===== src/rtl/isa_pkg.sv =====
/*
 * RV32I subset definitions shared by every pipeline stage.
 * Widths, memory sizes, opcodes, funct codes and the instruction word views.
 */
`default_nettype none

package isa_pkg;

  localparam int xlen       = 32;
  localparam int imem_depth = 64;
  localparam int dmem_depth = 64;
  localparam int imem_aw    = $clog2(imem_depth);
  localparam int dmem_aw    = $clog2(dmem_depth);

  typedef logic [4:0]      reg_addr_t;
  typedef logic [xlen-1:0] word_t;

  localparam word_t pc_start = 32'h0000_0000;

  typedef enum logic [6:0] {
    opc_op     = 7'b0110011,
    opc_op_imm = 7'b0010011,
    opc_lui    = 7'b0110111,
    opc_load   = 7'b0000011,
    opc_store  = 7'b0100011,
    opc_branch = 7'b1100011
  } opcode_t;

  localparam logic [2:0] f3_add_sub = 3'b000;
  localparam logic [2:0] f3_slt     = 3'b010;
  localparam logic [2:0] f3_xor     = 3'b100;
  localparam logic [2:0] f3_or      = 3'b110;
  localparam logic [2:0] f3_and     = 3'b111;
  // lw and sw both use the word size code
  localparam logic [2:0] f3_word    = 3'b010;
  localparam logic [2:0] f3_beq     = 3'b000;
  localparam logic [2:0] f3_bne     = 3'b001;
  localparam logic [6:0] f7_sub     = 7'b0100000;

  typedef enum logic [2:0] {
    alu_add,
    alu_sub,
    alu_and,
    alu_or,
    alu_xor,
    alu_slt,
    alu_pass_b
  } alu_op_t;

  typedef struct packed {
    logic [6:0] funct7;
    reg_addr_t  rs2;
    reg_addr_t  rs1;
    logic [2:0] funct3;
    reg_addr_t  rd;
    opcode_t    opcode;
  } r_fmt_t;

  typedef struct packed {
    logic [11:0] imm;
    reg_addr_t   rs1;
    logic [2:0]  funct3;
    reg_addr_t   rd;
    opcode_t     opcode;
  } i_fmt_t;

  typedef struct packed {
    logic [6:0] imm_hi;
    reg_addr_t  rs2;
    reg_addr_t  rs1;
    logic [2:0] funct3;
    logic [4:0] imm_lo;
    opcode_t    opcode;
  } s_fmt_t;

  typedef struct packed {
    logic       imm_12;
    logic [5:0] imm_10_5;
    reg_addr_t  rs2;
    reg_addr_t  rs1;
    logic [2:0] funct3;
    logic [3:0] imm_4_1;
    logic       imm_11;
    opcode_t    opcode;
  } b_fmt_t;

  typedef struct packed {
    logic [19:0] imm;
    reg_addr_t   rd;
    opcode_t     opcode;
  } u_fmt_t;

  typedef union packed {
    r_fmt_t r_fmt;
    i_fmt_t i_fmt;
    s_fmt_t s_fmt;
    b_fmt_t b_fmt;
    u_fmt_t u_fmt;
  } inst_u;

endpackage

`default_nettype wire


===== src/rtl/regfile.sv =====
/*
 * Integer register file, two combinational reads and one write.
 * x0 reads zero; a read of the register being written returns the new value.
 */
`timescale 1ns/1ns
`default_nettype none

module regfile
  import isa_pkg::*;
(
  input  logic      clock,
  input  reg_addr_t rs1,
  input  reg_addr_t rs2,
  output word_t     rs1_data,
  output word_t     rs2_data,
  input  logic      wr_ena,
  input  reg_addr_t wr_addr,
  input  word_t     wr_data
);

  word_t regs [32];

  always_ff @(posedge clock) begin
    if (wr_ena && wr_addr != '0) begin
      regs[wr_addr] <= wr_data;
    end
  end

  // WB write bypasses straight into decode
  assign rs1_data = (rs1 == '0) ? '0 : (wr_ena && wr_addr == rs1) ? wr_data : regs[rs1];
  assign rs2_data = (rs2 == '0) ? '0 : (wr_ena && wr_addr == rs2) ? wr_data : regs[rs2];

endmodule

`default_nettype wire


===== config.mk =====
export PLATFORM = sky130hd
export DESIGN_NAME = regfile
export DESIGN_NICKNAME = d
export VERILOG_FILES = /design/src/rtl/isa_pkg.sv /design/src/rtl/regfile.sv
export SDC_FILE = /design/constraint.sdc
export NUM_CORES = 1
export LEC_CHECK = 0
export BUFFER_PORTS_ARGS = -buffer_cell sky130_fd_sc_hd__clkbuf_2
export CAP_MARGIN = 15
export CORE_ASPECT_RATIO = 0.75
export CORE_MARGIN = 8
export CORE_UTILIZATION = 38
export CTS_BUF_LIST = sky130_fd_sc_hd__clkbuf_8
export DETAILED_ROUTE_END_ITERATION = 10
export GPL_TIMING_DRIVEN = 1
export HOLD_SLACK_MARGIN = 0.15
export MAX_ROUTING_LAYER = met4
export PLACE_DENSITY = 0.54
export SYNTH_ARGS = -nofsm -noshare
export SYNTH_HDL_FRONTEND = slang
export SYNTH_SLANG_ARGS = --single-unit

===== constraint.sdc =====
create_clock -name clock -period 3 [get_ports clock]
set_input_delay 0.45 -clock clock [delete_from_list [all_inputs] [get_ports clock]]
set_output_delay 0.45 -clock clock [all_outputs]
set_load 0.05 [all_outputs]

After elaboration in Yosys (flattened, before gate mapping) --
Memories as Yosys holds them, arrays and structs flattened. Cells that the tools add are included.
Word-level totals: register bits after elaboration 0, bits in latches 0, bits in writable memories 1024, ROM bits 0, bits of input ports 49, word-level logic and storage cells 15, memories kept 1
Memory list:
- regs | depth 32, width 32, read ports 2, clocked after Yosys merged registers in 0, write ports 1, line regfile.sv:21 | word_t regs [32];
Cells by class: $add $sub $neg 0, multipliers 0, divide/modulo/power cells 0, $lt $le $gt $ge 0, eq/ne operators 2, shift operators 0, mux-type cells 6, bitwise operators 0, reduce and logical (&&, ||, !) cells 6
Operators with widths (number):
- $mux W32 | 4
- $eq A5 B5 Y1 | 2
- $logic_not A5 Y1 | 2
- $reduce_bool A5 Y1 | 1
- $logic_and A1 B1 Y1 | 3
- $mux W1 | 2

Depth between registers and ports, before layout --
depth in word-level cells 4, gate-level depth with buffers 10, depth with buffers taken out 5

Least setup slack after synthesis --
Ideal clock, no wire load.
path kind in2out, start point in rs2[2], end point out rs2_data[24], arrival time 2871 ps, required time 2550 ps, path slack -321 ps, stages 7, buffers on the path 3, path through buf_4 -> or3b_2 -> buf_2 -> buf_1 -> o221ai_1 -> a221oi_1 -> o31ai_1
Between the ends: word-level cells in the longest chain between the ends 4, elaborated cells on any way between the ends 6, those cells by class 1 x eq/ne; 2 x mux; 2 x reduce/logical; 1 x memory
RTL lines:
- start: declaration | line regfile.sv:13 | input reg_addr_t rs2,
- branches (longest 3 deep; another with $mem_v2 Z32 W32)
- $mux W32 * | line regfile.sv:31 | assign rs2_data = (rs2 == '0) ? '0 : (wr_ena && wr_addr == rs2) ? wr_data : regs[rs2];
- end: declaration | line regfile.sv:15 | output word_t rs2_data,
Mark *: on every way between the ends.

==> summary.txt <==
Floorplan
  – Die area: ~0.14 sq mm
  – Core area: around 0.12 sq mm
  – DIE HEIGHT: 323 um
  – Row count: 112
  – Die width: between 400 and 500 um
  – Initial Utilization: 38.4%
  – I/O Pins: 113

Placement
  – Placer congestion estimate: between 0.8 and 0.9
  – IO Port Bufs: 112
  – DP Area: between 0.05 and 0.06 sq mm
  – DPL Wire Length: 106 mm
  – Post-Place Cells: around 4.5k
  – Place WS: -0.339 ns

Timing
  – Final-report setup violation count: 31
  – Max Freq: 302 MHz
  – Final Hold Viols: 0
  – Final WS setup: -0.313 ns
  – Slew Limit Fails: 0
  – Tmin final: 3.31 ns
  – Worst Tran Pin Value: 0.899 ns
  – Worst slew margin: 39.8%
  – RSZ-0062 raised after global routing: yes
  – Final Cycle Share: 110%

Power
  – Leak pwr: between 15 and 20 nW
  – Sequential share of power: 50.3%
  – Comb pwr share: between 10% and 20%
  – Peak supply drop: 0.420 mV
  – Power share of the clock group: 35.5%
  – P_int: 23.6 mW
  – Pwr per Cell Area: 536 mW/mm^2
  – P_sw: 8.31 mW
  – Switching power share of the total: 26.0%

Detailed routing
  – Initial drt markers: 4259
  – Via Count: 30.6k
  – DR vias/cell: 6.37
  – Drt pass-1 iters: 5
  – Post-Route WL: 174 mm
  – Post-DRT Antenna Nets: 0
  – Drt drc: 0
  – Wire per inst: between 30 and 40 um

GRT
  – Initial antenna violation count: 9
  – GRT Util Overall: about 26%
  – Grt ovf: 0
  – Largest net degree at the start of global routing: 51
  – Vias in the first global route: 31.2k
  – First-pass GRT wire length: 242 mm

Clock network
  – Root buf cell: clkbuf_8
  – CTS buffer count: 164
  – Maximum clock path buffer count: 3
  – Sink Count: 1024
  – H-tree Lvls: 4
  – TritonCTS clock tree: yes
  – Clk slew on worst S/H paths: 0.06 ns

Worst hold path
  – HP Class: in2reg

Synthesis
  – Syn Area/Cell: between 15 and 20 sq um
  – Warnings, synthesis: 0
  – Cell area after synthesis: 0.0479 sq mm
  – Post-synth cell types: 53
  – Ys flop type: edfxtp_1
  – Yosys reg bits: 1024
  – Register area share after synthesis: 64.2%
  – Synth async-reset ratio: 0%
  – Post-synth EDFFs: a little over 1k
  – Mapped Cells: between 2k and 3k

Setup path
  – WP data required: 2.55 ns
  – Crit. End Element: output port
  – CP arrival: 2.86 ns
  – Crit Path Class: reg2out
  – Worst Setup Start Kind: flip-flop
  – CP Max Fanout: 2

Final layout
  – Non-filler instance count after layout: 4813
  – Most common cell after layout, fill and taps aside: edfxtp_1
  – Share of cells above drive strength 1: 44.1%
  – Flip-flop count of the largest register after layout: 1024
  – Area added between synthesis and finish: 24.4%
  – Multi-input gate area: 0.0179 sq mm
  – Largest regs: regs x1024
  – Final nets: 3079
  – FILL cells: 10.4k
  – Sequential Area: around 0.03 sq mm
  – Commonest non-fill, non-tap cells in the layout: edfxtp_1 (1024), mux4_2 (417), buf_4 (308), mux2i_1 (206), clkbuf_8 (171)
  – Largest Register: regs
  – Final Cell Area: between 0.05 and 0.06 sq mm

Run
  – Number of max-cap violations: 0

Run status
  – Failing checks: negative setup slack
  – Status: finished with violations
## repair_timing
action,4_1_cts,5_1_grt
pin swaps,131,55
endpoints found under the hold margin,225,0
endpoints found under the setup margin,64,62
buffers inserted,21,26
hold buffers,13,0
gates resized for setup,233,59
## worst max-delay path, cell delays in order (launching register included)
cell	delay [ns]
edfxtp_1	0.39
mux4_2	0.52
mux4_2	0.52
a221o_1	0.40
buf_12	0.19
## Yosys cell counts (all sizes together) (3+ instances only)
cell     instances  area, sq um
nand3            7         35.0
o22a             7         61.3
o2111ai          7         61.3
o31ai           11         82.6
nand2b           3         18.8
a311oi           5         43.8
clkbuf          78          293
nor3             6         35.0
a21o            13         97.6
nor2            74          278
or3              4         25.0
a21oi           41          205
o21ai           38          190
a22o            48          420
o221ai          30          263
a22oi           81          608
nand3b           9         67.6
mux2i          210         2100
mux2            30          338
o22ai           41          257
a211oi          19          143
or3b             7         61.3
a211o            5         43.8
nor2b           17          106
buf            131          863
nand4            9         56.3
xnor2           10         87.6
a221oi          28          251
and2             6         37.5
nand2           58          218
mux4           417         9390
a2111oi         26          234
a31oi            6         37.5
edfxtp        1024        30700
## power groups by stage
stage,Sequential [mW],Clock (mW),Combinational [mW]
6_report,16.1,11.3,4.55
5_1_grt,16.1,12.1,4.72
4_1_cts,16.0,11.5,4.47
3_5_place_dp,16.3,0,4.22
3_3_place_gp,16.3,0,4.19
2_1_floorplan,16.3,0,2.16
## final cells by class
cell class              instances  share of cell area (%)
diodes                          8                  0.0336
inverters                       2                  0.0126
flip-flops and latches       1024                    51.6
clock inverters               118                    1.05
multi-input cells            1316                    30.1
repair buffers                522                    9.74
clock buffers                 170                    3.93
well taps                    1653                    3.47
## cells by family after synthesis
| kind of cell | after synthesis | share of synthesized area (%) |
|---|---|---|
| AOI/OAI and AO/OA | 415 | 6.44 |
| xor gates and xnor gates | 10 | 0.183 |
| buffers and inverters | 211 | 2.43 |
| DFF | 1024 | 64.2 |
| muxes | 657 | 24.7 |
| other | 1 | 0.00783 |
| and+or+nand+nor | 202 | 1.99 |
## metrics by stage
stage	setup TNS [ns]	utilization, %	hold WS, ns	total power [mW]
after floorplan	-5.18	-	0.549	18.5
after global placement	-3.70	43.9	0.794	20.5
after detailed placement	-3.00	43.9	0.803	20.6
after CTS	-6.90	47.3	0.161	32.1
after global routing	-7.69	47.7	0.207	32.9
final	-3.67	47.7	0.230	31.9
## layer usage
layer  part of all wire, %  GRT usage (%)
met4                   3.4           9.19
met2                    47           39.1
met5                     0              -
met3                   9.1           4.78
met1                    41           34.4
## worst paths after layout
| kind | start | end | slack (ns) | cells after the start |
|---|---|---|---|---|
| worst max-delay path | regs[22][12] | rs1_data[12] | -0.31 | 4 |
| worst min-delay path | wr_data[19] | regs[1][19] | 0.23 | 2 |
(Power assumes the default switching activity.)
