--- config.mk ---
export PLATFORM = sky130hd
export DESIGN_NAME = data_memory
export DESIGN_NICKNAME = d
export VERILOG_FILES = /design/src/rtl/isa_pkg.sv /design/src/rtl/pipe_pkg.sv /design/src/rtl/data_memory.sv
export SDC_FILE = /design/constraint.sdc
export NUM_CORES = 2
export LEC_CHECK = 0
export ABC_AREA = 1
export BUFFER_PORTS_ARGS = -buffer_cell sky130_fd_sc_hd__buf_4
export CAP_MARGIN = 10
export CORE_MARGIN = 4
export CORE_UTILIZATION = 25
export DETAILED_ROUTE_END_ITERATION = 7
export PLACE_DENSITY = 0.5
export SYNTH_ARGS = -nofsm -noshare
export SYNTH_HDL_FRONTEND = slang
export SYNTH_SLANG_ARGS = --single-unit
--- constraint.sdc ---
create_clock -name clock -period 8.82 [get_ports clock]
set_clock_uncertainty 0.2 [all_clocks]
set_input_delay 0.441 -clock clock [delete_from_list [all_inputs] [get_ports clock]]
set_output_delay 0.441 -clock clock [all_outputs]
set_load 0.02 [all_outputs]
--- src/rtl/isa_pkg.sv ---
/*
 * RV32I subset definitions shared by every pipeline stage.
 * Widths, memory sizes, opcodes, funct codes and the instruction word views.
 */
`default_nettype none

package isa_pkg;

  localparam int xlen       = 32;
  localparam int imem_depth = 64;
  localparam int dmem_depth = 64;
  localparam int imem_aw    = $clog2(imem_depth);
  localparam int dmem_aw    = $clog2(dmem_depth);

  typedef logic [4:0]      reg_addr_t;
  typedef logic [xlen-1:0] word_t;

  localparam word_t pc_start = 32'h0000_0000;

  typedef enum logic [6:0] {
    opc_op     = 7'b0110011,
    opc_op_imm = 7'b0010011,
    opc_lui    = 7'b0110111,
    opc_load   = 7'b0000011,
    opc_store  = 7'b0100011,
    opc_branch = 7'b1100011
  } opcode_t;

  localparam logic [2:0] f3_add_sub = 3'b000;
  localparam logic [2:0] f3_slt     = 3'b010;
  localparam logic [2:0] f3_xor     = 3'b100;
  localparam logic [2:0] f3_or      = 3'b110;
  localparam logic [2:0] f3_and     = 3'b111;
  // lw and sw both use the word size code
  localparam logic [2:0] f3_word    = 3'b010;
  localparam logic [2:0] f3_beq     = 3'b000;
  localparam logic [2:0] f3_bne     = 3'b001;
  localparam logic [6:0] f7_sub     = 7'b0100000;

  typedef enum logic [2:0] {
    alu_add,
    alu_sub,
    alu_and,
    alu_or,
    alu_xor,
    alu_slt,
    alu_pass_b
  } alu_op_t;

  typedef struct packed {
    logic [6:0] funct7;
    reg_addr_t  rs2;
    reg_addr_t  rs1;
    logic [2:0] funct3;
    reg_addr_t  rd;
    opcode_t    opcode;
  } r_fmt_t;

  typedef struct packed {
    logic [11:0] imm;
    reg_addr_t   rs1;
    logic [2:0]  funct3;
    reg_addr_t   rd;
    opcode_t     opcode;
  } i_fmt_t;

  typedef struct packed {
    logic [6:0] imm_hi;
    reg_addr_t  rs2;
    reg_addr_t  rs1;
    logic [2:0] funct3;
    logic [4:0] imm_lo;
    opcode_t    opcode;
  } s_fmt_t;

  typedef struct packed {
    logic       imm_12;
    logic [5:0] imm_10_5;
    reg_addr_t  rs2;
    reg_addr_t  rs1;
    logic [2:0] funct3;
    logic [3:0] imm_4_1;
    logic       imm_11;
    opcode_t    opcode;
  } b_fmt_t;

  typedef struct packed {
    logic [19:0] imm;
    reg_addr_t   rd;
    opcode_t     opcode;
  } u_fmt_t;

  typedef union packed {
    r_fmt_t r_fmt;
    i_fmt_t i_fmt;
    s_fmt_t s_fmt;
    b_fmt_t b_fmt;
    u_fmt_t u_fmt;
  } inst_u;

endpackage

`default_nettype wire

--- src/rtl/pipe_pkg.sv ---
/*
 * Pipeline payloads passed between stages, the boot write port,
 * the per-instruction commit record and the operand forward selects.
 */
`default_nettype none

package pipe_pkg;

  import isa_pkg::*;

  typedef struct packed {
    logic               wr_ena;
    logic [imem_aw-1:0] addr;
    word_t              inst;
  } boot_t;

  typedef struct packed {
    word_t     pc;
    reg_addr_t rs1;
    reg_addr_t rs2;
    reg_addr_t rd;
    logic      rd_we;
    alu_op_t   alu_op;
    logic      b_is_imm;
    word_t     imm;
    logic      is_load;
    logic      is_store;
    logic      is_branch;
    logic      br_ne;
    word_t     rs1_data;
    word_t     rs2_data;
  } id_ex_t;

  typedef struct packed {
    word_t     pc;
    reg_addr_t rd;
    logic      rd_we;
    logic      is_load;
    logic      is_store;
    word_t     result;
    word_t     store_data;
  } ex_mem_t;

  // rd_we already qualified by valid
  typedef struct packed {
    logic      valid;
    word_t     pc;
    logic      rd_we;
    reg_addr_t rd;
    word_t     data;
  } commit_t;

  typedef enum logic [1:0] {
    from_reg,
    from_mem,
    from_wb
  } fwd_sel_t;

endpackage

`default_nettype wire

--- src/rtl/data_memory.sv ---
/*
 * Memory stage: word data RAM, writeback select, MEM/WB register and commit record.
 */
`timescale 1ns/1ns
`default_nettype none

module data_memory
  import isa_pkg::*, pipe_pkg::*;
(
  input  logic    clock,
  input  logic    reset,
  input  ex_mem_t mem_stage,
  input  logic    mem_valid,
  input  logic    wb_valid,
  output word_t   mem_result,
  output commit_t commit
);

  word_t              dmem [dmem_depth];
  logic [dmem_aw-1:0] index;
  logic               we_q;
  word_t              pc_q;
  reg_addr_t          rd_q;
  word_t              data_q;

  // aligned words only
  assign index      = mem_stage.result[dmem_aw+1:2];
  assign mem_result = mem_stage.result;

  always_ff @(posedge clock) begin
    if (mem_valid && mem_stage.is_store) begin
      dmem[index] <= mem_stage.store_data;
    end
  end

  always_ff @(posedge clock) begin
    if (reset) begin
      we_q <= 1'b0;
    end else if (mem_valid) begin
      we_q <= mem_stage.rd_we;
    end
  end

  always_ff @(posedge clock) begin
    if (mem_valid) begin
      pc_q   <= mem_stage.pc;
      rd_q   <= mem_stage.rd;
      data_q <= mem_stage.is_load ? dmem[index] : mem_stage.result;
    end
  end

  assign commit = '{valid: wb_valid, pc: pc_q, rd_we: wb_valid && we_q, rd: rd_q, data: data_q};

endmodule

`default_nettype wire

=== Yosys cells after proc, flatten, opt, wreduce, memory -nomap -nowiden ===
Memories as Yosys holds them, arrays and structs flattened.
Index checks and enable logic that the tools add are counted.

* Register bits: 70
* RAM bits: 2048
* Bits of input ports: 108
* Word-level logic and storage cells: 10
* Memories: 1

{| class="wikitable"
|+ Memory list
! memory !! words !! width !! rd ports !! clocked after memory_dff !! wr ports !! line !! RTL
|-
| dmem || 64 || 32 || 1 || 0 || 1 || data_memory.sv:19 || <nowiki>word_t dmem [dmem_depth];</nowiki>
|}

* Multiplexer cells: 3
* Reduce and logical (&&, ||, !) cells: 2

{| class="wikitable"
|+ Operators with widths
! cell !! count
|-
| $mux W32 || 1
|-
| $logic_and A1 B1 Y1 || 2
|-
| $mux W1 || 2
|}

=== Depth between registers and ports, before layout ===
* Depth after elaboration: 3
* Gate-level depth with buffers: 17
* Gate-level depth less buffers: 13

=== Worst setup path after synthesis ===
OpenSTA, ideal clock, no wires.

* Kind: input -> register
* Start: in mem_stage[37] (netlist bit)
* End: mem dmem[40][0] (netlist bit) (enable)
* Setup time: 502 ps
* Arrival: 4257 ps
* Slack: 3861 ps
* Stages: 5
* Path buffers: 1
* Path through: inv_2 nor3_1 buf_2 inv_2 nor4_1

{| class="wikitable"
|+ RTL lines
! element !! line !! RTL
|-
| start, declared || data_memory.sv:12 || <nowiki>input ex_mem_t mem_stage,</nowiki>
|-
| end, declared || data_memory.sv:19 ||
|}

Straight into the memory's write port.

=== Worst setup path after layout ===
* Start: in mem_valid
* End: mem dmem[44][14] (netlist bit) (enable)

* Cells in the longest elaborated chain, start to end: 3

{| class="wikitable"
|+ Ends and longest elaborated chain
! element !! line !! RTL
|-
| start, declared || data_memory.sv:13 || <nowiki>input logic mem_valid,</nowiki>
|-
| $logic_and A1 B1 Y1 || data_memory.sv:31 || <nowiki>if (mem_valid && mem_stage.is_store) begin</nowiki>
|-
| $mux W1 || data_memory.sv:31 ||
|-
| $mux W1 (not written as such) || data_memory.sv:32 || <nowiki>dmem[index] <= mem_stage.store_data;</nowiki>
|}

Every way passes these cells.

==> metrics.cfg <==
[critical_path]
r2r_slack_ps = 6280
path_common_cell = buf_4
crit_path_top_delay_cell = nor2_4
path_buf_inv = 4
startpoint = mem_valid
cp_max_fo = 39
r2r_cells = 12
cp_data_required_time_ps = 9070
endpoint = dmem[44][14]
slowest_delay_ps = 980
start_kind = input port
reg2reg_to = data_q[27]
cp.depth = 7
worstSetupPathType = in2reg
crit_family = simple AND/OR/NAND/NOR gates
r2r_start = dmem[30][27]
arrival_ps = 4300
crit_chain = dlygate4sd3_1, buf_4, nand2_1, inv_1, nand3_1, nor2_4, buf_4
endpoint_kind = flop

[clock_tree]
clock_tree.buffer_depth = 4
ctsResizeCount = 0
cts-root-buf = clkbuf_16
cts_sinks = 2118
worstSkewPairLatency_ps = 920
cts_tree = built
path_clk_slew_ps = 60
cts_max_level = 4
cts_made_buffers = 222

[finish]
design_area_um2 = 103700
drive_gt1_share_pct = 8.240
final_common_cell = nand2_1
final_cell_mix = 5673 x nand2_1, 2117 x edfxtp_1, 325 x buf_4, 223 x clkbuf_16, 94 x dlygate4sd3_1
num-nets-final = 8935
fill_cells = 36490
syn_to_final_growth_pct = 16.80

[sta]
timing.final.max_slew_violations = 0
setup_viol = 0
worstMarginPinSlew_ps = 1093
slew-limit-headroom_pct = 27.14
rsz0062_at_grt = no
fin_setup_tns_ps = 0
hold_viol_final = 0
fin_crit_ps = 4055
max_freq_mhz = 246.6
period_share_pct = 45.97

[drt]
drtPass1Iterations = 5
num_vias = 60430
route.detailed.drc = 0
ant_nets = 0
dr.first_iter.drc_count = 5633
vias_per_cell = 4.398
totalWireLength_mm = 289.9
wire_per_inst_um = 21.10

[synthesis]
yosys.area_share.adder_pct = 0
synth-simple-area-share_pct = 25.17
syn_area_per_cell_um2 = 10.29
synth_top_family_by_area = simple AND/OR/NAND/NOR gates
seq_area_frac_synth_pct = 71.65
synth_mux_area_share_pct = 0.01128
syn_inst = 8621
ys_ff_latch = 2118
synth-compound-area-share_pct = 0.2087
ys_warn_count = 0
yosysUniqueCellTypes = 25
synthXorXnorAreaFrac_pct = 0
synth_area_um2 = 88750
synth_fp_nets = 8729

[global_routing]
grt.total_usage_pct = 15.38
grt_max_degree = 159
antenna_found_initial = 11
grt_pass1_vias = 58130
grt.met2_usage_pct = 25.77
grt.met3_usage_pct = 2.298
gr-max-usage-layer = met2
grt_use_met1_pct = 20.46
grt-ovfl-total = 0
grt_pass1_wl_mm = 415.9

[floorplanning]
std_cell_rows = 218
die_x_um = 603.8
initial_core_util_pct = 25.14
core_um2 = 353000
die-area_um2 = 364600
ios = 211
die_y_um = 603.8

[run]
cap_viol_max_count = 0

[power]
p_leak_nw = 41.88
power_density_nw_per_um2 = 209.2
vdd_drop_max_mv = 0.1702

[placed_design]
globalplace.congestion = 0.8109
dpl-instance-area_um2 = 95800
hpwl_mm = 158.4
port_buffers = 210

[run_status]
outcome = finished clean

[worst_hold_path]
whs_path_depth = 1
hold_class = in2reg

per-layer routing:
metal | part of all wire, % | routed length, µm
met5 | 0.0045 | 13
met1 | 43 | 124000
met2 | 47 | 137300
met4 | 3.4 | 9744
met3 | 6.5 | 18870
sequential cells by signal, summed over array words and instances, names as in the netlist:
name    cells
dmem     2048
we_q        1
pc_q       32
data_q     32
rd_q        5
synth_stat cells:
cell type	instances	area, µm²
nand2_1	5673	21290
edfxtp_1	2117	63570
buf_2	191	955.9
clkbuf_1	149	559.3
nor2_1	146	548.0
inv_1	93	349.1
buf_4	60	450.4
nand3_1	54	270.3
buf_1	49	183.9
or2_2	28	175.2
a21oi_1	21	105.1
buf_6	9	101.4
o21ai_0	9	45.04
nor3_1	4	20.02
o21ai_1	4	20.02
inv_2	3	11.26
nor4_1	2	12.51
o211ai_1	2	15.01
and3_1	1	6.260
clkinv_1	1	3.750
dfxtp_1	1	20.02
inv_4	1	6.260
mux2i_1	1	10.01
nand3b_1	1	7.510
or2_0	1	6.260
what timing repair did:
item | CTS | global route
hold endpoints to repair | 1204 | 0
buffers inserted | 0 | 0
hold buffers | 94 | 0
logic make-up after synthesis:
logic type      Yosys count
simple gates           5910
flops                  2118
buf+inv                 556
compound gates           36
mux                       1
report_power, final:
| part | total [mW] | switching, mW | internal (mW) | leakage [nW] |
|---|---|---|---|---|
| registers | 11.2 | 0.0308 | 11.1 | 19.1 |
| logic | 1.45 | 1.10 | 0.357 | 19.4 |
| clock network | 9.06 | 3.96 | 5.10 | 3.36 |
worst min path at each step:
stage,start,to,slack [ps]
global route,mem_stage[41],data_q[9],3
detailed placement,we_q,we_q,300
floorplan,we_q,we_q,260
finish,mem_stage[13],dmem[55][13],20
global placement,we_q,we_q,280
CTS,mem_stage[41],data_q[9],5
cell type report:
cell class / instances / area [µm²] / area share (%)
Antenna cell: 5 / 12.51 / 0.01207
Clock buffer: 265 / 5738 / 5.536
Clock inverter: 137 / 1107 / 1.068
Inverter: 98 / 399.1 / 0.3851
Multi-Input combinational cell: 5947 / 23060 / 22.25
Sequential cell: 2118 / 63590 / 61.35
Tap cell: 4730 / 5918 / 5.710
Timing Repair Buffer: 440 / 3824 / 3.689
through the flow:
step	total power [mW]	hold slack, ps	util [%]	setup WS, ps	instances
6_report	21.69	23.75	29.37	4765	13740
5_1_grt	22.43	2.955	29.36	4641	13740
4_1_cts	21.89	4.815	29.35	4773	13730
3_5_place_dp	12.82	300.3	27.14	4104	13240
3_3_place_gp	12.82	279.8	27.10	4158	13230
2_1_floorplan	12.13	260.2	-	3861	8621
Note: power is estimated with default switching activity, not from simulation.
