===== config.mk =====
export PLATFORM = sky130hd
export DESIGN_NAME = fetch_unit
export DESIGN_NICKNAME = d
export VERILOG_FILES = /design/src/rtl/isa_pkg.sv /design/src/rtl/pipe_pkg.sv /design/src/rtl/fetch_unit.sv
export SDC_FILE = /design/constraint.sdc
export NUM_CORES = 2
export LEC_CHECK = 0
export BUFFER_PORTS_ARGS = -buffer_cell sky130_fd_sc_hd__buf_2
export CORE_MARGIN = 4
export CORE_UTILIZATION = 65
export DETAILED_ROUTE_END_ITERATION = 12
export PLACE_DENSITY = 0.84
export SLEW_MARGIN = 25
export SYNTH_ARGS = -nofsm -noshare
export SYNTH_HDL_FRONTEND = slang
export SYNTH_SLANG_ARGS = --single-unit

===== constraint.sdc =====
create_clock -name clock -period 7.3 [get_ports clock]
set_input_delay 0.365 -clock clock [delete_from_list [all_inputs] [get_ports clock]]
set_output_delay 0.365 -clock clock [all_outputs]
set_load 0.02 [all_outputs]

===== src/rtl/isa_pkg.sv =====
/*
 * RV32I subset definitions shared by every pipeline stage.
 * Widths, memory sizes, opcodes, funct codes and the instruction word views.
 */
`default_nettype none

package isa_pkg;

  localparam int xlen       = 32;
  localparam int imem_depth = 64;
  localparam int dmem_depth = 64;
  localparam int imem_aw    = $clog2(imem_depth);
  localparam int dmem_aw    = $clog2(dmem_depth);

  typedef logic [4:0]      reg_addr_t;
  typedef logic [xlen-1:0] word_t;

  localparam word_t pc_start = 32'h0000_0000;

  typedef enum logic [6:0] {
    opc_op     = 7'b0110011,
    opc_op_imm = 7'b0010011,
    opc_lui    = 7'b0110111,
    opc_load   = 7'b0000011,
    opc_store  = 7'b0100011,
    opc_branch = 7'b1100011
  } opcode_t;

  localparam logic [2:0] f3_add_sub = 3'b000;
  localparam logic [2:0] f3_slt     = 3'b010;
  localparam logic [2:0] f3_xor     = 3'b100;
  localparam logic [2:0] f3_or      = 3'b110;
  localparam logic [2:0] f3_and     = 3'b111;
  // lw and sw both use the word size code
  localparam logic [2:0] f3_word    = 3'b010;
  localparam logic [2:0] f3_beq     = 3'b000;
  localparam logic [2:0] f3_bne     = 3'b001;
  localparam logic [6:0] f7_sub     = 7'b0100000;

  typedef enum logic [2:0] {
    alu_add,
    alu_sub,
    alu_and,
    alu_or,
    alu_xor,
    alu_slt,
    alu_pass_b
  } alu_op_t;

  typedef struct packed {
    logic [6:0] funct7;
    reg_addr_t  rs2;
    reg_addr_t  rs1;
    logic [2:0] funct3;
    reg_addr_t  rd;
    opcode_t    opcode;
  } r_fmt_t;

  typedef struct packed {
    logic [11:0] imm;
    reg_addr_t   rs1;
    logic [2:0]  funct3;
    reg_addr_t   rd;
    opcode_t     opcode;
  } i_fmt_t;

  typedef struct packed {
    logic [6:0] imm_hi;
    reg_addr_t  rs2;
    reg_addr_t  rs1;
    logic [2:0] funct3;
    logic [4:0] imm_lo;
    opcode_t    opcode;
  } s_fmt_t;

  typedef struct packed {
    logic       imm_12;
    logic [5:0] imm_10_5;
    reg_addr_t  rs2;
    reg_addr_t  rs1;
    logic [2:0] funct3;
    logic [3:0] imm_4_1;
    logic       imm_11;
    opcode_t    opcode;
  } b_fmt_t;

  typedef struct packed {
    logic [19:0] imm;
    reg_addr_t   rd;
    opcode_t     opcode;
  } u_fmt_t;

  typedef union packed {
    r_fmt_t r_fmt;
    i_fmt_t i_fmt;
    s_fmt_t s_fmt;
    b_fmt_t b_fmt;
    u_fmt_t u_fmt;
  } inst_u;

endpackage

`default_nettype wire


===== src/rtl/pipe_pkg.sv =====
/*
 * Pipeline payloads passed between stages, the boot write port,
 * the per-instruction commit record and the operand forward selects.
 */
`default_nettype none

package pipe_pkg;

  import isa_pkg::*;

  typedef struct packed {
    logic               wr_ena;
    logic [imem_aw-1:0] addr;
    word_t              inst;
  } boot_t;

  typedef struct packed {
    word_t     pc;
    reg_addr_t rs1;
    reg_addr_t rs2;
    reg_addr_t rd;
    logic      rd_we;
    alu_op_t   alu_op;
    logic      b_is_imm;
    word_t     imm;
    logic      is_load;
    logic      is_store;
    logic      is_branch;
    logic      br_ne;
    word_t     rs1_data;
    word_t     rs2_data;
  } id_ex_t;

  typedef struct packed {
    word_t     pc;
    reg_addr_t rd;
    logic      rd_we;
    logic      is_load;
    logic      is_store;
    word_t     result;
    word_t     store_data;
  } ex_mem_t;

  // rd_we already qualified by valid
  typedef struct packed {
    logic      valid;
    word_t     pc;
    logic      rd_we;
    reg_addr_t rd;
    word_t     data;
  } commit_t;

  typedef enum logic [1:0] {
    from_reg,
    from_mem,
    from_wb
  } fwd_sel_t;

endpackage

`default_nettype wire


===== src/rtl/fetch_unit.sv =====
/*
 * Fetch stage: program counter, boot-loaded instruction RAM and IF/ID register.
 */
`timescale 1ns/1ns
`default_nettype none

module fetch_unit
  import isa_pkg::*, pipe_pkg::*;
(
  input  logic  clock,
  input  logic  reset,
  input  boot_t boot,
  input  logic  if_hold,
  input  logic  id_load,
  input  logic  branch_taken,
  input  word_t branch_target,
  output word_t id_pc,
  output inst_u id_inst
);

  word_t pc;
  word_t imem [imem_depth];

  // program image arrives over the boot port
  always_ff @(posedge clock) begin
    if (boot.wr_ena) begin
      imem[boot.addr] <= boot.inst;
    end
  end

  always_ff @(posedge clock) begin
    if (reset) begin
      pc <= pc_start;
    end else if (branch_taken) begin
      pc <= branch_target;
    end else if (!if_hold) begin
      pc <= pc + word_t'(4);
    end
  end

  always_ff @(posedge clock) begin
    if (id_load) begin
      id_pc   <= pc;
      id_inst <= imem[pc[imem_aw+1:2]];
    end
  end

endmodule

`default_nettype wire


Word-level counts from Yosys, hierarchy flattened

Memory sizes are Yosys's and may differ from the RTL's. A register that Yosys moved wholly into a read port is not among the register bits.
Cells that the tools add are included.

RAM bits: 2048
Memories: 1
Register bits: 64
Output and inout bits: 64
Logic and storage cells: 9
Bits of input ports: 76

Muxes and demuxes: 4
Add/sub/neg operators: 1
Eq/ne operators: 1

Memories:

| name | depth | width | read ports | clocked after memory_dff | wr ports | line             | source |
|---|---|---|---|---|---|---|---|
| imem | 64    | 32    | 1          | 1                        | 1        | fetch_unit.sv:22 | `word_t imem [imem_depth];` |

Operators by type and width:

| kind                  | number |
|---|---|
| $mux 32               | 2 |
| $add 32x3->32 const B | 1 |
| $mux 1                | 2 |
| $ne 2x1->1 const B    | 1 |

Longest topological paths before layout

Depth in word-level cells: 3
Mapped depth: 11
Gate-level depth less buffers: 6

Worst setup path before layout

No wires, ideal clock.

Path type: input to register
Start: input port boot[35] (netlist bit)
End: memory imem[48][0] (netlist bit), enable pin
Arrival time: 3.090 ns
Buffers on the path: 1
Setup slack: 3.749 ns
Cell stages on the path: 4
Required time: 6.839 ns
Library setup time: 0.461 ns
Cell sequence: clkbuf_1 > nor2b_1 > nand4b_1 > nor3_1

RTL lines:

| element     | line             | source |
|---|---|---|
| from (decl) | fetch_unit.sv:12 | `input boot_t boot,` |
| to (decl)   | fetch_unit.sv:22 |  |

Straight into the memory's write port.

Worst setup path in the final report

Start: register pc[3]
End: register pc[31]

Longest elaborated chain between the ends: 3

Ends and longest elaborated chain:

| element                | line             | source |
|---|---|---|
| from (decl)            | fetch_unit.sv:21 | `word_t pc;` |
| from (signal assigned) | fetch_unit.sv:33 | `pc <= pc_start;` |
| from (signal assigned) | fetch_unit.sv:35 | `pc <= branch_target;` |
| from (signal assigned) | fetch_unit.sv:37 | `pc <= pc + word_t'(4);` |
| $add 32x3->32          | fetch_unit.sv:37 |  |
| $mux 32                | fetch_unit.sv:36 | `end else if (!if_hold) begin` |
| $mux 32                | fetch_unit.sv:34 | `end else if (branch_taken) begin` |

Every way passes these cells. The select of a mux whose other input is x is not followed.
A chain may end at the register's enable or synchronous reset.

==> results list <==
- Run status: finished, final reports clean
- Number of filler cells placed in the layout: 6156
- Subtracting the final worst setup slack from the clock period gives 4.30 ns.
- Worst Path Max Fanout: 36
- Clock tree synthesis inserted a total of 198 buffers.
* Number of resized instances in the post-cts repair step: 0
- IR analysis of the VDD net gives a maximum drop of 0.289 mV.
- Pre-Repair DR Iteration Count: 6
- Switch Pwr: 5.61 mW
- Dividing the final minimum period by the clock period gives 59.0%.
- Crit-path max cell delay: 0.87 ns
- Summed over all layers, the global routing overflow is 0.
- Ys async rst share: 0%
- Total Die Area: 132000 sq um
* Via count of the routed design: 41729
- Setup repair after global routing left no endpoint under its margin.
- Port-buffer cells: 139
- WS Path Type: reg -> reg
- Maximum Capacitance Violations: 0
- Reg2reg setup slack: 3.00 ns
- Counting flops with a built-in enable in the synthesized netlist gives 2112.
- After detailed routing, the average wire length per cell comes to 40.5 um.
* Most used routing layer in global routing: met2
* Overall die height: 363 um
* Most repeated library cell on the critical path: buf_4
* Pin count of the biggest net entering global routing: 106
* Total nets after synthesis: 3564
* Clock transition at the registers of the reported paths: 0.07 ns
- On the critical path, the stage with the largest delay is an instance of dfxtp_4.
* Met2 layer usage reported by global route: 56.0%
- Post-DR vias/cell: 7.47
- Grouping stages by cell kind, the critical path spends the most delay in buffers and inverters.
* Width of the die: 363 um
* Routability cong.: 0.837
- Longest Clk Path Bufs: 3
- The tightest min-delay check is of the in -> reg type.
* Switching portion of total power: 22.0%
- Summing every instance area after synthesis gives 81900 sq um.
- Timing would allow up to 0.232 GHz.
- Cell leakage power: 27.9 nW
* Detailed placement HPWL: 108000 um
- FF-to-FF End: pc[31]
- Maximum level of the CTS H-tree: 4
- Count of mapped cells out of synthesis: 3487
- Registers take 64100 sq um.
- In the final layout, the multi-input gates occupy 17200 sq um.
- The finished cells cover 91800 sq um.
- The region available for standard cell placement spans 124000 sq um.
- Via count of the first global-routing pass: 42754
- Reg2Reg Launch Point: pc[3]
* Clock latency on the worst-skew pair: 0.84 ns
- Root Buffer Master: clkbuf_16
- The first global-routing pass estimated 322000 um of wire.
- The worst pin sits at a relative slew slack of 28.4%.
- Global routing met1 resource utilization: 46.0%
- Post-synthesis sequential area ratio: 78.2%
- Quantity of hold-fixing buffers added after cts: 43
- Initial antenna violation count: 18
* Initial DRC count: 7245
* Remaining routing DRC violations: 0
* Post-synthesis average cell area: 23.5 sq um
* I/O pin count: 140
- In the global route stage, met3 resource usage came out at 8.64%.
- Internal power comes to 19.9 mW.
- The number of different library cells used by synthesis comes to 50.
- Initial core utilization: 65.8%
- The startpoint identified for the worst hold timing path is reset.
* Data arrival at the endpoint of the critical path: 5.07 ns
- In this run, synthesis produced a sequential element count of 2144.
- The clock arrives with 0.0374 ns of skew.
* Net total in the final layout: 3855
- GRT Total Usage: 35.1%
* Post-Route Setup TNS: 0 ns
- Total routed wirelength: 226000 um
* Bufs and invs on worst path: 3
- For the pin with the worst max-slew slack, the measured transition is 1.07 ns.
- Proportion of power drawn by combinational gates: 6.0%
- Setup bufs post-CTS: 0
- STA classifies the critical path endpoint as a flip-flop.
* Number of endpoints with negative hold slack in the final report: 0
* Antenna-violating nets left: 0
- Share of power burned in the clock network: 39.9%
- The initialized floorplan defines 129 standard-cell rows.
- Cells along the critical path: buf_4 > buf_4 > nand3b_1 > or3_1 > nor3_2 > a311oi_1 > a2111oi_0 > dlygate4sd3_1
- Clock Sinks: 2144
- Once placement finished, the instance area stood at 85000 sq um.
* Min-Delay Path Depth: 2
- Layout overhead on the synthesized area: 12.1%
* Count of final max-slew check failures: 0
- Syn. warnings: 0
* Required time of the worst setup path: 8.07 ns
- Worst Hold Path EP: pc[1]
- Startpoint types: flip-flop
- Layout cell share with drive strength beyond 1: 29.9%
* Finish-stage setup viols: 0
- Sequential share of power: 54.1%
- The most used flip-flop cell after synthesis is edfxtp_1.
- Total power density per cell area: 277 nW/um^2
- TritonCTS clock tree: yes
- Register-to-Register Path Depth: 8
## cell families (layout without fill, tap and decap cells)
logic type      count (synthesis)  in the layout  share of synthesized area [%]
compound gates                179            179                           1.59
xor+xnor                       27             27                          0.289
fa+ha+maj                       1              1                         0.0153
buf+inv                       207            662                           1.31
flops                        2144           2144                           78.2
mux                           702            702                           17.2
other cells                     0              7                              0
simple gates                  227            227                           1.36
## per-layer routing
layer	vias to the layer above	wire length (um)
met3	780	30200
met2	3957	111000
met5	-	83
met4	14	14500
li1	15484	-
met1	21494	70600
## synth_stat cells, drive strengths merged (9+ instances only)
cell type	number	area share [%]
a211oi	29	0.27
a21oi	17	0.10
a221o	20	0.24
a22oi	18	0.17
buf	127	0.94
clkbuf	65	0.30
dfxtp	32	0.78
edfxtp	2112	77
inv	15	0.069
mux2	25	0.34
mux2i	115	1.4
mux4	562	15
nand2	22	0.10
nand2b	11	0.084
nand3	11	0.067
nor2	125	0.57
nor3	13	0.086
o211ai	9	0.082
o21ai	31	0.19
o221ai	23	0.25
o22ai	15	0.11
xnor2	23	0.25
## placed cells by master, fill, tap and decap left out, types with 20 or more instances in the layout
| cell type | Yosys | final |
|---|---|---|
| dlygate4sd3_1 | 0 | 43 |
| clkbuf_1 | 65 | 47 |
| mux2i_1 | 115 | 115 |
| mux2_2 | 25 | 25 |
| dfxtp_1 | 32 | 26 |
| nor2_1 | 125 | 62 |
| a221o_1 | 20 | 20 |
| mux4_2 | 562 | 562 |
| buf_4 | 29 | 119 |
| o221ai_1 | 23 | 23 |
| edfxtp_1 | 2112 | 2112 |
| clkinv_1 | 0 | 54 |
| nor2_4 | 0 | 62 |
| a211oi_1 | 29 | 29 |
| nand2_1 | 22 | 22 |
| clkbuf_16 | 0 | 203 |
| xnor2_1 | 23 | 23 |
| clkinv_2 | 0 | 29 |
| buf_2 | 79 | 107 |
## through the flow
step                hold WS [ns]  util (%)  instances  worst slack (ns)  total power [mW]
finish                    0.0655      73.7       5586              3.00              25.5
global route              0.0675      73.7       5579              2.76              26.1
CTS                      0.00437      73.7       5579              3.08              25.5
detailed placement         0.418      68.3       5172              3.20              15.5
global placement           0.411      68.3       5171              3.26              15.4
floorplan                  0.403         -       3487              3.75              14.9
## layout make-up
cell class | count | area share [%]
inverters | 15 | 0.0641
clock inverters | 114 | 1.04
repair buffers | 283 | 2.31
diodes | 7 | 0.0191
flip-flops and latches | 2144 | 69.8
well taps | 1637 | 2.23
clock buffers | 250 | 5.73
multi-input cells | 1136 | 18.8
## flip-flops by register name (all words and copies together), names as in the netlist
name and flops:
pc 32, imem 2048, id_pc 32, id_inst 32
## power by group through the flow
stage | Clock [mW] | Combinational (mW) | Sequential [mW]
after global routing | 10.8 | 1.58 | 13.8
after floorplan | 0 | 0.866 | 14.0
after detailed placement | 0 | 1.43 | 14.0
after global placement | 0 | 1.38 | 14.0
after CTS | 10.2 | 1.51 | 13.8
final | 10.2 | 1.52 | 13.8
## worst max path at each step
stage,start,end,cells past startpoint
final,pc[3],pc[31],8
after global routing,pc[3],pc[31],8
after CTS,pc[2],id_inst[28],6
after detailed placement,pc[2],id_inst[0],6
after global placement,pc[2],id_inst[28],6
after floorplan,boot[35],imem[48][0],4
Power figures use the tool's default switching activity.
