--- src/rtl/isa_pkg.sv ---
/*
 * RV32I subset definitions shared by every pipeline stage.
 * Widths, memory sizes, opcodes, funct codes and the instruction word views.
 */
`default_nettype none

package isa_pkg;

  localparam int xlen       = 32;
  localparam int imem_depth = 64;
  localparam int dmem_depth = 64;
  localparam int imem_aw    = $clog2(imem_depth);
  localparam int dmem_aw    = $clog2(dmem_depth);

  typedef logic [4:0]      reg_addr_t;
  typedef logic [xlen-1:0] word_t;

  localparam word_t pc_start = 32'h0000_0000;

  typedef enum logic [6:0] {
    opc_op     = 7'b0110011,
    opc_op_imm = 7'b0010011,
    opc_lui    = 7'b0110111,
    opc_load   = 7'b0000011,
    opc_store  = 7'b0100011,
    opc_branch = 7'b1100011
  } opcode_t;

  localparam logic [2:0] f3_add_sub = 3'b000;
  localparam logic [2:0] f3_slt     = 3'b010;
  localparam logic [2:0] f3_xor     = 3'b100;
  localparam logic [2:0] f3_or      = 3'b110;
  localparam logic [2:0] f3_and     = 3'b111;
  // lw and sw both use the word size code
  localparam logic [2:0] f3_word    = 3'b010;
  localparam logic [2:0] f3_beq     = 3'b000;
  localparam logic [2:0] f3_bne     = 3'b001;
  localparam logic [6:0] f7_sub     = 7'b0100000;

  typedef enum logic [2:0] {
    alu_add,
    alu_sub,
    alu_and,
    alu_or,
    alu_xor,
    alu_slt,
    alu_pass_b
  } alu_op_t;

  typedef struct packed {
    logic [6:0] funct7;
    reg_addr_t  rs2;
    reg_addr_t  rs1;
    logic [2:0] funct3;
    reg_addr_t  rd;
    opcode_t    opcode;
  } r_fmt_t;

  typedef struct packed {
    logic [11:0] imm;
    reg_addr_t   rs1;
    logic [2:0]  funct3;
    reg_addr_t   rd;
    opcode_t     opcode;
  } i_fmt_t;

  typedef struct packed {
    logic [6:0] imm_hi;
    reg_addr_t  rs2;
    reg_addr_t  rs1;
    logic [2:0] funct3;
    logic [4:0] imm_lo;
    opcode_t    opcode;
  } s_fmt_t;

  typedef struct packed {
    logic       imm_12;
    logic [5:0] imm_10_5;
    reg_addr_t  rs2;
    reg_addr_t  rs1;
    logic [2:0] funct3;
    logic [3:0] imm_4_1;
    logic       imm_11;
    opcode_t    opcode;
  } b_fmt_t;

  typedef struct packed {
    logic [19:0] imm;
    reg_addr_t   rd;
    opcode_t     opcode;
  } u_fmt_t;

  typedef union packed {
    r_fmt_t r_fmt;
    i_fmt_t i_fmt;
    s_fmt_t s_fmt;
    b_fmt_t b_fmt;
    u_fmt_t u_fmt;
  } inst_u;

endpackage

`default_nettype wire

--- src/rtl/pipe_pkg.sv ---
/*
 * Pipeline payloads passed between stages, the boot write port,
 * the per-instruction commit record and the operand forward selects.
 */
`default_nettype none

package pipe_pkg;

  import isa_pkg::*;

  typedef struct packed {
    logic               wr_ena;
    logic [imem_aw-1:0] addr;
    word_t              inst;
  } boot_t;

  typedef struct packed {
    word_t     pc;
    reg_addr_t rs1;
    reg_addr_t rs2;
    reg_addr_t rd;
    logic      rd_we;
    alu_op_t   alu_op;
    logic      b_is_imm;
    word_t     imm;
    logic      is_load;
    logic      is_store;
    logic      is_branch;
    logic      br_ne;
    word_t     rs1_data;
    word_t     rs2_data;
  } id_ex_t;

  typedef struct packed {
    word_t     pc;
    reg_addr_t rd;
    logic      rd_we;
    logic      is_load;
    logic      is_store;
    word_t     result;
    word_t     store_data;
  } ex_mem_t;

  // rd_we already qualified by valid
  typedef struct packed {
    logic      valid;
    word_t     pc;
    logic      rd_we;
    reg_addr_t rd;
    word_t     data;
  } commit_t;

  typedef enum logic [1:0] {
    from_reg,
    from_mem,
    from_wb
  } fwd_sel_t;

endpackage

`default_nettype wire

--- src/rtl/pipeline_control.sv ---
/*
 * Stage valid bits and the allowin chain of the five-stage pipeline.
 * Also resolves load-use stalls, branch squash and EX operand forwarding.
 */
`timescale 1ns/1ns
`default_nettype none

module pipeline_control
  import isa_pkg::*, pipe_pkg::*;
(
  input  logic      clock,
  input  logic      reset,
  input  logic      run,
  input  reg_addr_t id_rs1,
  input  reg_addr_t id_rs2,
  input  id_ex_t    ex_stage,
  input  ex_mem_t   mem_stage,
  input  commit_t   wb_commit,
  input  logic      branch_taken,
  output logic      if_hold,
  output logic      id_valid,
  output logic      id_load,
  output logic      ex_valid,
  output logic      ex_load,
  output logic      mem_valid,
  output logic      wb_valid,
  output fwd_sel_t  fwd_a,
  output fwd_sel_t  fwd_b
);

  logic id_allowin;
  logic id_ready_go;
  logic load_use;

  function automatic fwd_sel_t pick_source(reg_addr_t rs);
    // MEM is younger, so it wins over WB
    if (mem_valid && mem_stage.rd_we &&
        mem_stage.rd != '0 && mem_stage.rd == rs) begin
      return from_mem;
    end
    if (wb_commit.rd_we && wb_commit.rd != '0 && wb_commit.rd == rs) begin
      return from_wb;
    end
    return from_reg;
  endfunction

  // loaded value is not ready until WB
  assign load_use = id_valid && ex_valid && ex_stage.is_load && ex_stage.rd_we &&
                    ex_stage.rd != '0 &&
                    (ex_stage.rd == id_rs1 || ex_stage.rd == id_rs2);

  // only the load-use stall blocks ID
  assign id_ready_go = !load_use;
  assign id_allowin  = !id_valid || id_ready_go;

  assign if_hold = !run || !id_allowin;
  assign id_load = id_allowin;
  assign ex_load = id_valid && id_ready_go;

  always_ff @(posedge clock) begin
    if (reset || branch_taken) begin
      id_valid <= 1'b0;
      ex_valid <= 1'b0;
    end else begin
      if (id_allowin) begin
        id_valid <= run;
      end
      // bubble into EX on a stall
      ex_valid <= id_valid && id_ready_go;
    end
  end

  always_ff @(posedge clock) begin
    if (reset) begin
      mem_valid <= 1'b0;
      wb_valid  <= 1'b0;
    end else begin
      mem_valid <= ex_valid;
      wb_valid  <= mem_valid;
    end
  end

  always_comb begin
    fwd_a = pick_source(ex_stage.rs1);
    fwd_b = pick_source(ex_stage.rs2);
  end

endmodule

`default_nettype wire

--- config.mk ---
export PLATFORM = sky130hd
export DESIGN_NAME = pipeline_control
export DESIGN_NICKNAME = d
export VERILOG_FILES = /design/src/rtl/isa_pkg.sv /design/src/rtl/pipe_pkg.sv /design/src/rtl/pipeline_control.sv
export SDC_FILE = /design/constraint.sdc
export NUM_CORES = 1
export LEC_CHECK = 0
export ABC_CLOCK_PERIOD_IN_PS = 1390
export BUFFER_PORTS_ARGS = -buffer_cell sky130_fd_sc_hd__buf_2
export CORE_AREA = 10 10 129 131
export CTS_CLUSTER_DIAMETER = 80
export DETAILED_ROUTE_END_ITERATION = 12
export DIE_AREA = 0 0 139 141
export GPL_ROUTABILITY_DRIVEN = 0
export PLACE_DENSITY = 0.34
export SETUP_SLACK_MARGIN = 0.02
export SLEW_MARGIN = 20
export SYNTH_ARGS = -nofsm -noshare
export SYNTH_HDL_FRONTEND = slang
export SYNTH_SLANG_ARGS = --single-unit
--- constraint.sdc ---
create_clock -name clock -period 1.39 [get_ports clock]
set_input_delay 0.0695 -clock clock [delete_from_list [all_inputs] [get_ports clock]]
set_output_delay 0.0695 -clock clock [all_outputs]
set_load 0.05 [all_outputs]
# Word-level counts from Yosys, hierarchy flattened
# Cells that the tools add are included.
[totals]
register_bits = 4
in_bits = 341
output_inout_bits = 11
word_cells = 48
[classes]
n_eq_ne = 6
muxes = 14
n_reduce_logical = 24
[ops]
columns = ["cell", "count"]
rows = [
  ["5-bit == test", 6],
  ["2-bit two-way mux", 8],
  ["5-bit nonzero test", 3],
  ["1-bit logical AND", 13],
  ["1-bit two-way mux", 6],
  ["1-bit zero test", 4],
  ["1-bit logical OR", 4],
]

# Logic depth before layout (Yosys ltp)
[depth]
ltp_word = 9
depth_mapped = 4
depth_no_buf = 4

# Least setup slack after synthesis
# No wires, ideal clock.
[synth_timing]
kind = "register to output"
startpoint = "register mem_valid"
endpoint = "output port fwd_a[1]"
arrival_time_ns = 2.286
required_ns = 1.321
setup_slack_ns = -0.965
path_stages_with_launch = 4
n_path_buf = 0
path_cell_list = "dfxtp_1 o211ai_2 nor4_2 nor4_2"
[synth_between]
elab_chain_cells = 5
[synth_lines]
columns = ["item", "line_no", "rtl"]
rows = [
  ["start: declaration", "pipeline_control.sv:25", "output logic mem_valid,"],
  ["start signal: assignment", "pipeline_control.sv:78", "mem_valid <= ex_valid;"],
  ["1-bit logical AND (2 in a row)", "pipeline_control.sv:37", "if (mem_valid && mem_stage.rd_we &&"],
  ["1-bit logical AND", "pipeline_control.sv:38", "mem_stage.rd != '0 && mem_stage.rd == rs) begin"],
  ["1-bit two-way mux", "pipeline_control.sv:37", ""],
  ["2-bit two-way mux", "pipeline_control.sv:41", "if (wb_commit.rd_we && wb_commit.rd != '0 && wb_commit.rd == rs) begin"],
  ["end: declaration", "pipeline_control.sv:27", "output fwd_sel_t fwd_a,"],
]
# No other way between the ends.

# Worst setup path in the final report
[layout_timing]
startpoint = "input port wb_commit[36] (netlist bit)"
endpoint = "output port fwd_b[1]"
[layout_between]
elab_chain_cells = 7
[layout_lines]
columns = ["item", "line_no", "rtl"]
rows = [
  ["start: declaration", "pipeline_control.sv:18", "input commit_t wb_commit,"],
  ["5-bit nonzero test", "pipeline_control.sv:41", ""],
  ["1-bit logical AND", "pipeline_control.sv:41", ""],
  ["1-bit logical AND *", "pipeline_control.sv:41", ""],
  ["1-bit two-way mux (2 in a row)", "pipeline_control.sv:41", ""],
  ["2-bit two-way mux *", "pipeline_control.sv:44", "return from_reg;"],
  ["2-bit two-way mux *", "pipeline_control.sv:41", ""],
  ["end: declaration", "pipeline_control.sv:28", "output fwd_sel_t fwd_b"],
]
# Mark *: on every way between the ends. The rest lies on a longest branch, timed or not. The select of a mux whose other input is x is not followed.

==> flow_metrics.env <==
export IMPL_status="complete, but fails checks"
export IMPL_violations="negative setup slack"
export IMPL_final_max_slew_viol_count=0
export IMPL_postLayoutSetupSlackWorst_ns=-0.1095
export IMPL_vdd_ir_drop_max_mv=0.3376
export IMPL_critPathMaxFanout=3
export IMPL_drc=0
export IMPL_timing_rr_end="id_valid"
export IMPL_min_to="mem_valid"
export IMPL_finalPower_mw=0.8631
export IMPL_synth_area_leaders="xnor2_1, xor2_1, dfxtp_1"
export IMPL_synth_seq_cells=4
export IMPL_startpoint_type="input pin"
export IMPL_multiInputGateArea_sq_um=565.5
export IMPL_fmax_ghz=0.6669
export IMPL_avgSynthCellArea_sq_um=8.243
export IMPL_worstSetupEndpointType="output port"
export IMPL_grt_max_degree=5
export IMPL_whs_path_depth=2
export IMPL_dr_total_vias=750
export IMPL_final_common_cell="buf_2"
export IMPL_layout_min_cycle_time_ns=1.500
export IMPL_seq_area_sq_um=86.33
export IMPL_hold_path_class="input pin to flop"
export IMPL_first_iter_violations=8
export IMPL_cts_sinks=4
export IMPL_fp_dieW_um=139
export IMPL_coreArea_sq_um=14200
export IMPL_final_core_util_pct=10.10
export IMPL_grt_usage_pct=3.018
export IMPL_rsz0062_at_grt="yes"
export IMPL_die_h_um=141
export IMPL_antenna_cells=0
export IMPL_initial_utilization_pct=3.946
export IMPL_timing_clock_skew_ns=0.002774
export IMPL_worst_pin_slew_ns=0.3133
export IMPL_yosysTopAreaCell="xnor2_1"
export IMPL_pin_count=352
export IMPL_finalHoldViolations=0
export IMPL_wl_per_cell_um=8.948
export IMPL_clock_path_buffers=2
export IMPL_synth_nets=409
export IMPL_viasPerCell=2.294
export IMPL_path_class="input pin to output port"
export IMPL_htreeDepth=1
export IMPL_cts_root_buf="clkbuf_16"
export IMPL_grt_pass1_wl_um=4560
export IMPL_layout_drive_gt1_share_pct=64.34
export IMPL_numCtsBuffers=3
export IMPL_maxSlewHeadroom_pct=78.96
export IMPL_leakagePower_nw=0.5624
export IMPL_synth_cells=68
export IMPL_final_cell_mix="buf_2, buf_4, xnor2_1, xor2_1"
export IMPL_ys_seq_area_share_pct=14.29
export IMPL_final_nets=486
export IMPL_numPortBuffers=53
export IMPL_area_growth_synth_to_final_pct=155.8
export IMPL_routed_wl_um=2926
export IMPL_cts_tree="built"
export IMPL_clk_pin_slew_ns=0.03
export IMPL_yosys_warnings=0
export IMPL_ctsHoldBuffers=0
export IMPL_arrival_ns=1.43
export IMPL_fin_crit_sh_pct=107.9
export IMPL_r2r_start="ex_valid"
export IMPL_clkLatencyLatePin_ns=0.22
export IMPL_syn_area_sq_um=560.5
export IMPL_reg2reg_depth=6
export IMPL_min_delay_start="reset"
export IMPL_ant_nets=0
export IMPL_yosysTopAreaCellShare_pct=25.00
export IMPL_antenna_found_initial=1
export IMPL_fill_cells=1680
export IMPL_maxCapViolCount=0
export IMPL_grt_overflow=0
export IMPL_first_pass_iters=2
export IMPL_hpwl_um=2726
export IMPL_grt_pass1_vias=874
export IMPL_crit_required_ns=1.32
export IMPL_setup_violations=2
export IMPL_yosysUniqueCellTypes=19
export IMPL_power_density_nw_per_um2=602.0
export IMPL_rows=44
export IMPL_r2r_slack_ns=0.26
export IMPL_die_area_sq_um=19600
## worst max-delay path: stages
cell and delay [ns]:
buf_2 0.12, or4_1 0.11, o21ai_1 0.08, or4_4 0.56, nor4_4 0.29, buf_6 0.20
## metal layers
metal  GRT usage [%]  vias to the layer above  wire length (um)
met2           4.197                       52              1175
met5               0                        -                18
met4          0.4942                        2                 1
li1                -                      389                 -
met1           3.117                      305              1202
met3           3.191                        2               529
## cell type report
type                    count  share of cell area (%)
multi-input cells          63                   39.44
repair buffers             72                   32.98
well taps                 184                   16.06
flip-flops and latches      4                   6.021
clock buffers               3                   5.236
inverters                   1                  0.2618
## repair_timing
action,in CTS,in global routing
setup endpoints to repair,7,7
resized for setup,12,11
pin swaps,0,3
cloned,0,0
buffers inserted,0,2
## stage by stage
step                      cells  hold WS, ns  worst slack [ns]  TNS [ns]  cell area, sq um
after floorplan              68       0.1337           -0.2241   -0.4727             626.9
after global placement      322       0.2596           -0.2066   -0.4930              1265
after detailed placement    322       0.2818           -0.2249   -0.5186              1265
after CTS                   325      0.04271           -0.1171   -0.2415              1383
after global routing        327      0.04529           -0.1680   -0.3721              1434
final                       327      0.03811           -0.1095   -0.2110              1434
## logic make-up (layout without fill, tap and decap cells)
logic type      Yosys count  in the layout  share of synthesized area [%]
compound gates            9              9                          10.71
simple gates             24             24                          27.46
flops                     4              4                          14.29
xor+xnor                 30             30                          46.87
buf+inv                   1             76                         0.6690
## Yosys cell counts
cell type and n:
xnor2_1 16, o22a_1 1, o21ai_0 2, nand2_1 6, o211ai_2 1, dfxtp_1 4, or4_1 4, a21oi_1 2
nand4_1 1, nand3_1 4, nor2_1 2, inv_1 1, nor4_2 4, nor3_1 1, nor2b_1 2, xor2_1 14
o22ai_1 1, a21boi_0 1, o21ai_1 1
## how the worst max path moves through the flow
stage	start	end	slack (ns)	cells after the start
2_1_floorplan	mem_stage[70]	fwd_a[1]	-0.22	4
4_1_cts	wb_commit[36]	fwd_b[1]	-0.12	6
3_3_place_gp	wb_commit[36]	fwd_a[1]	-0.21	6
3_5_place_dp	wb_commit[36]	fwd_b[1]	-0.22	6
5_1_grt	wb_commit[36]	fwd_b[1]	-0.17	6
6_report	wb_commit[36]	fwd_b[1]	-0.11	6
## power by group
group	internal [mW]	leakage, nW	switching [mW]
clock network	0.367	0.0370	0.0781
logic	0.155	0.491	0.144
registers	0.117	0.0341	0.00221
total	0.638	0.562	0.225
## sequential cells by signal, summed over array words and instances, names as in the netlist
signal and cells:
id_valid 1, mem_valid 1, wb_valid 1, ex_valid 1
(Power assumes the default switching activity.)
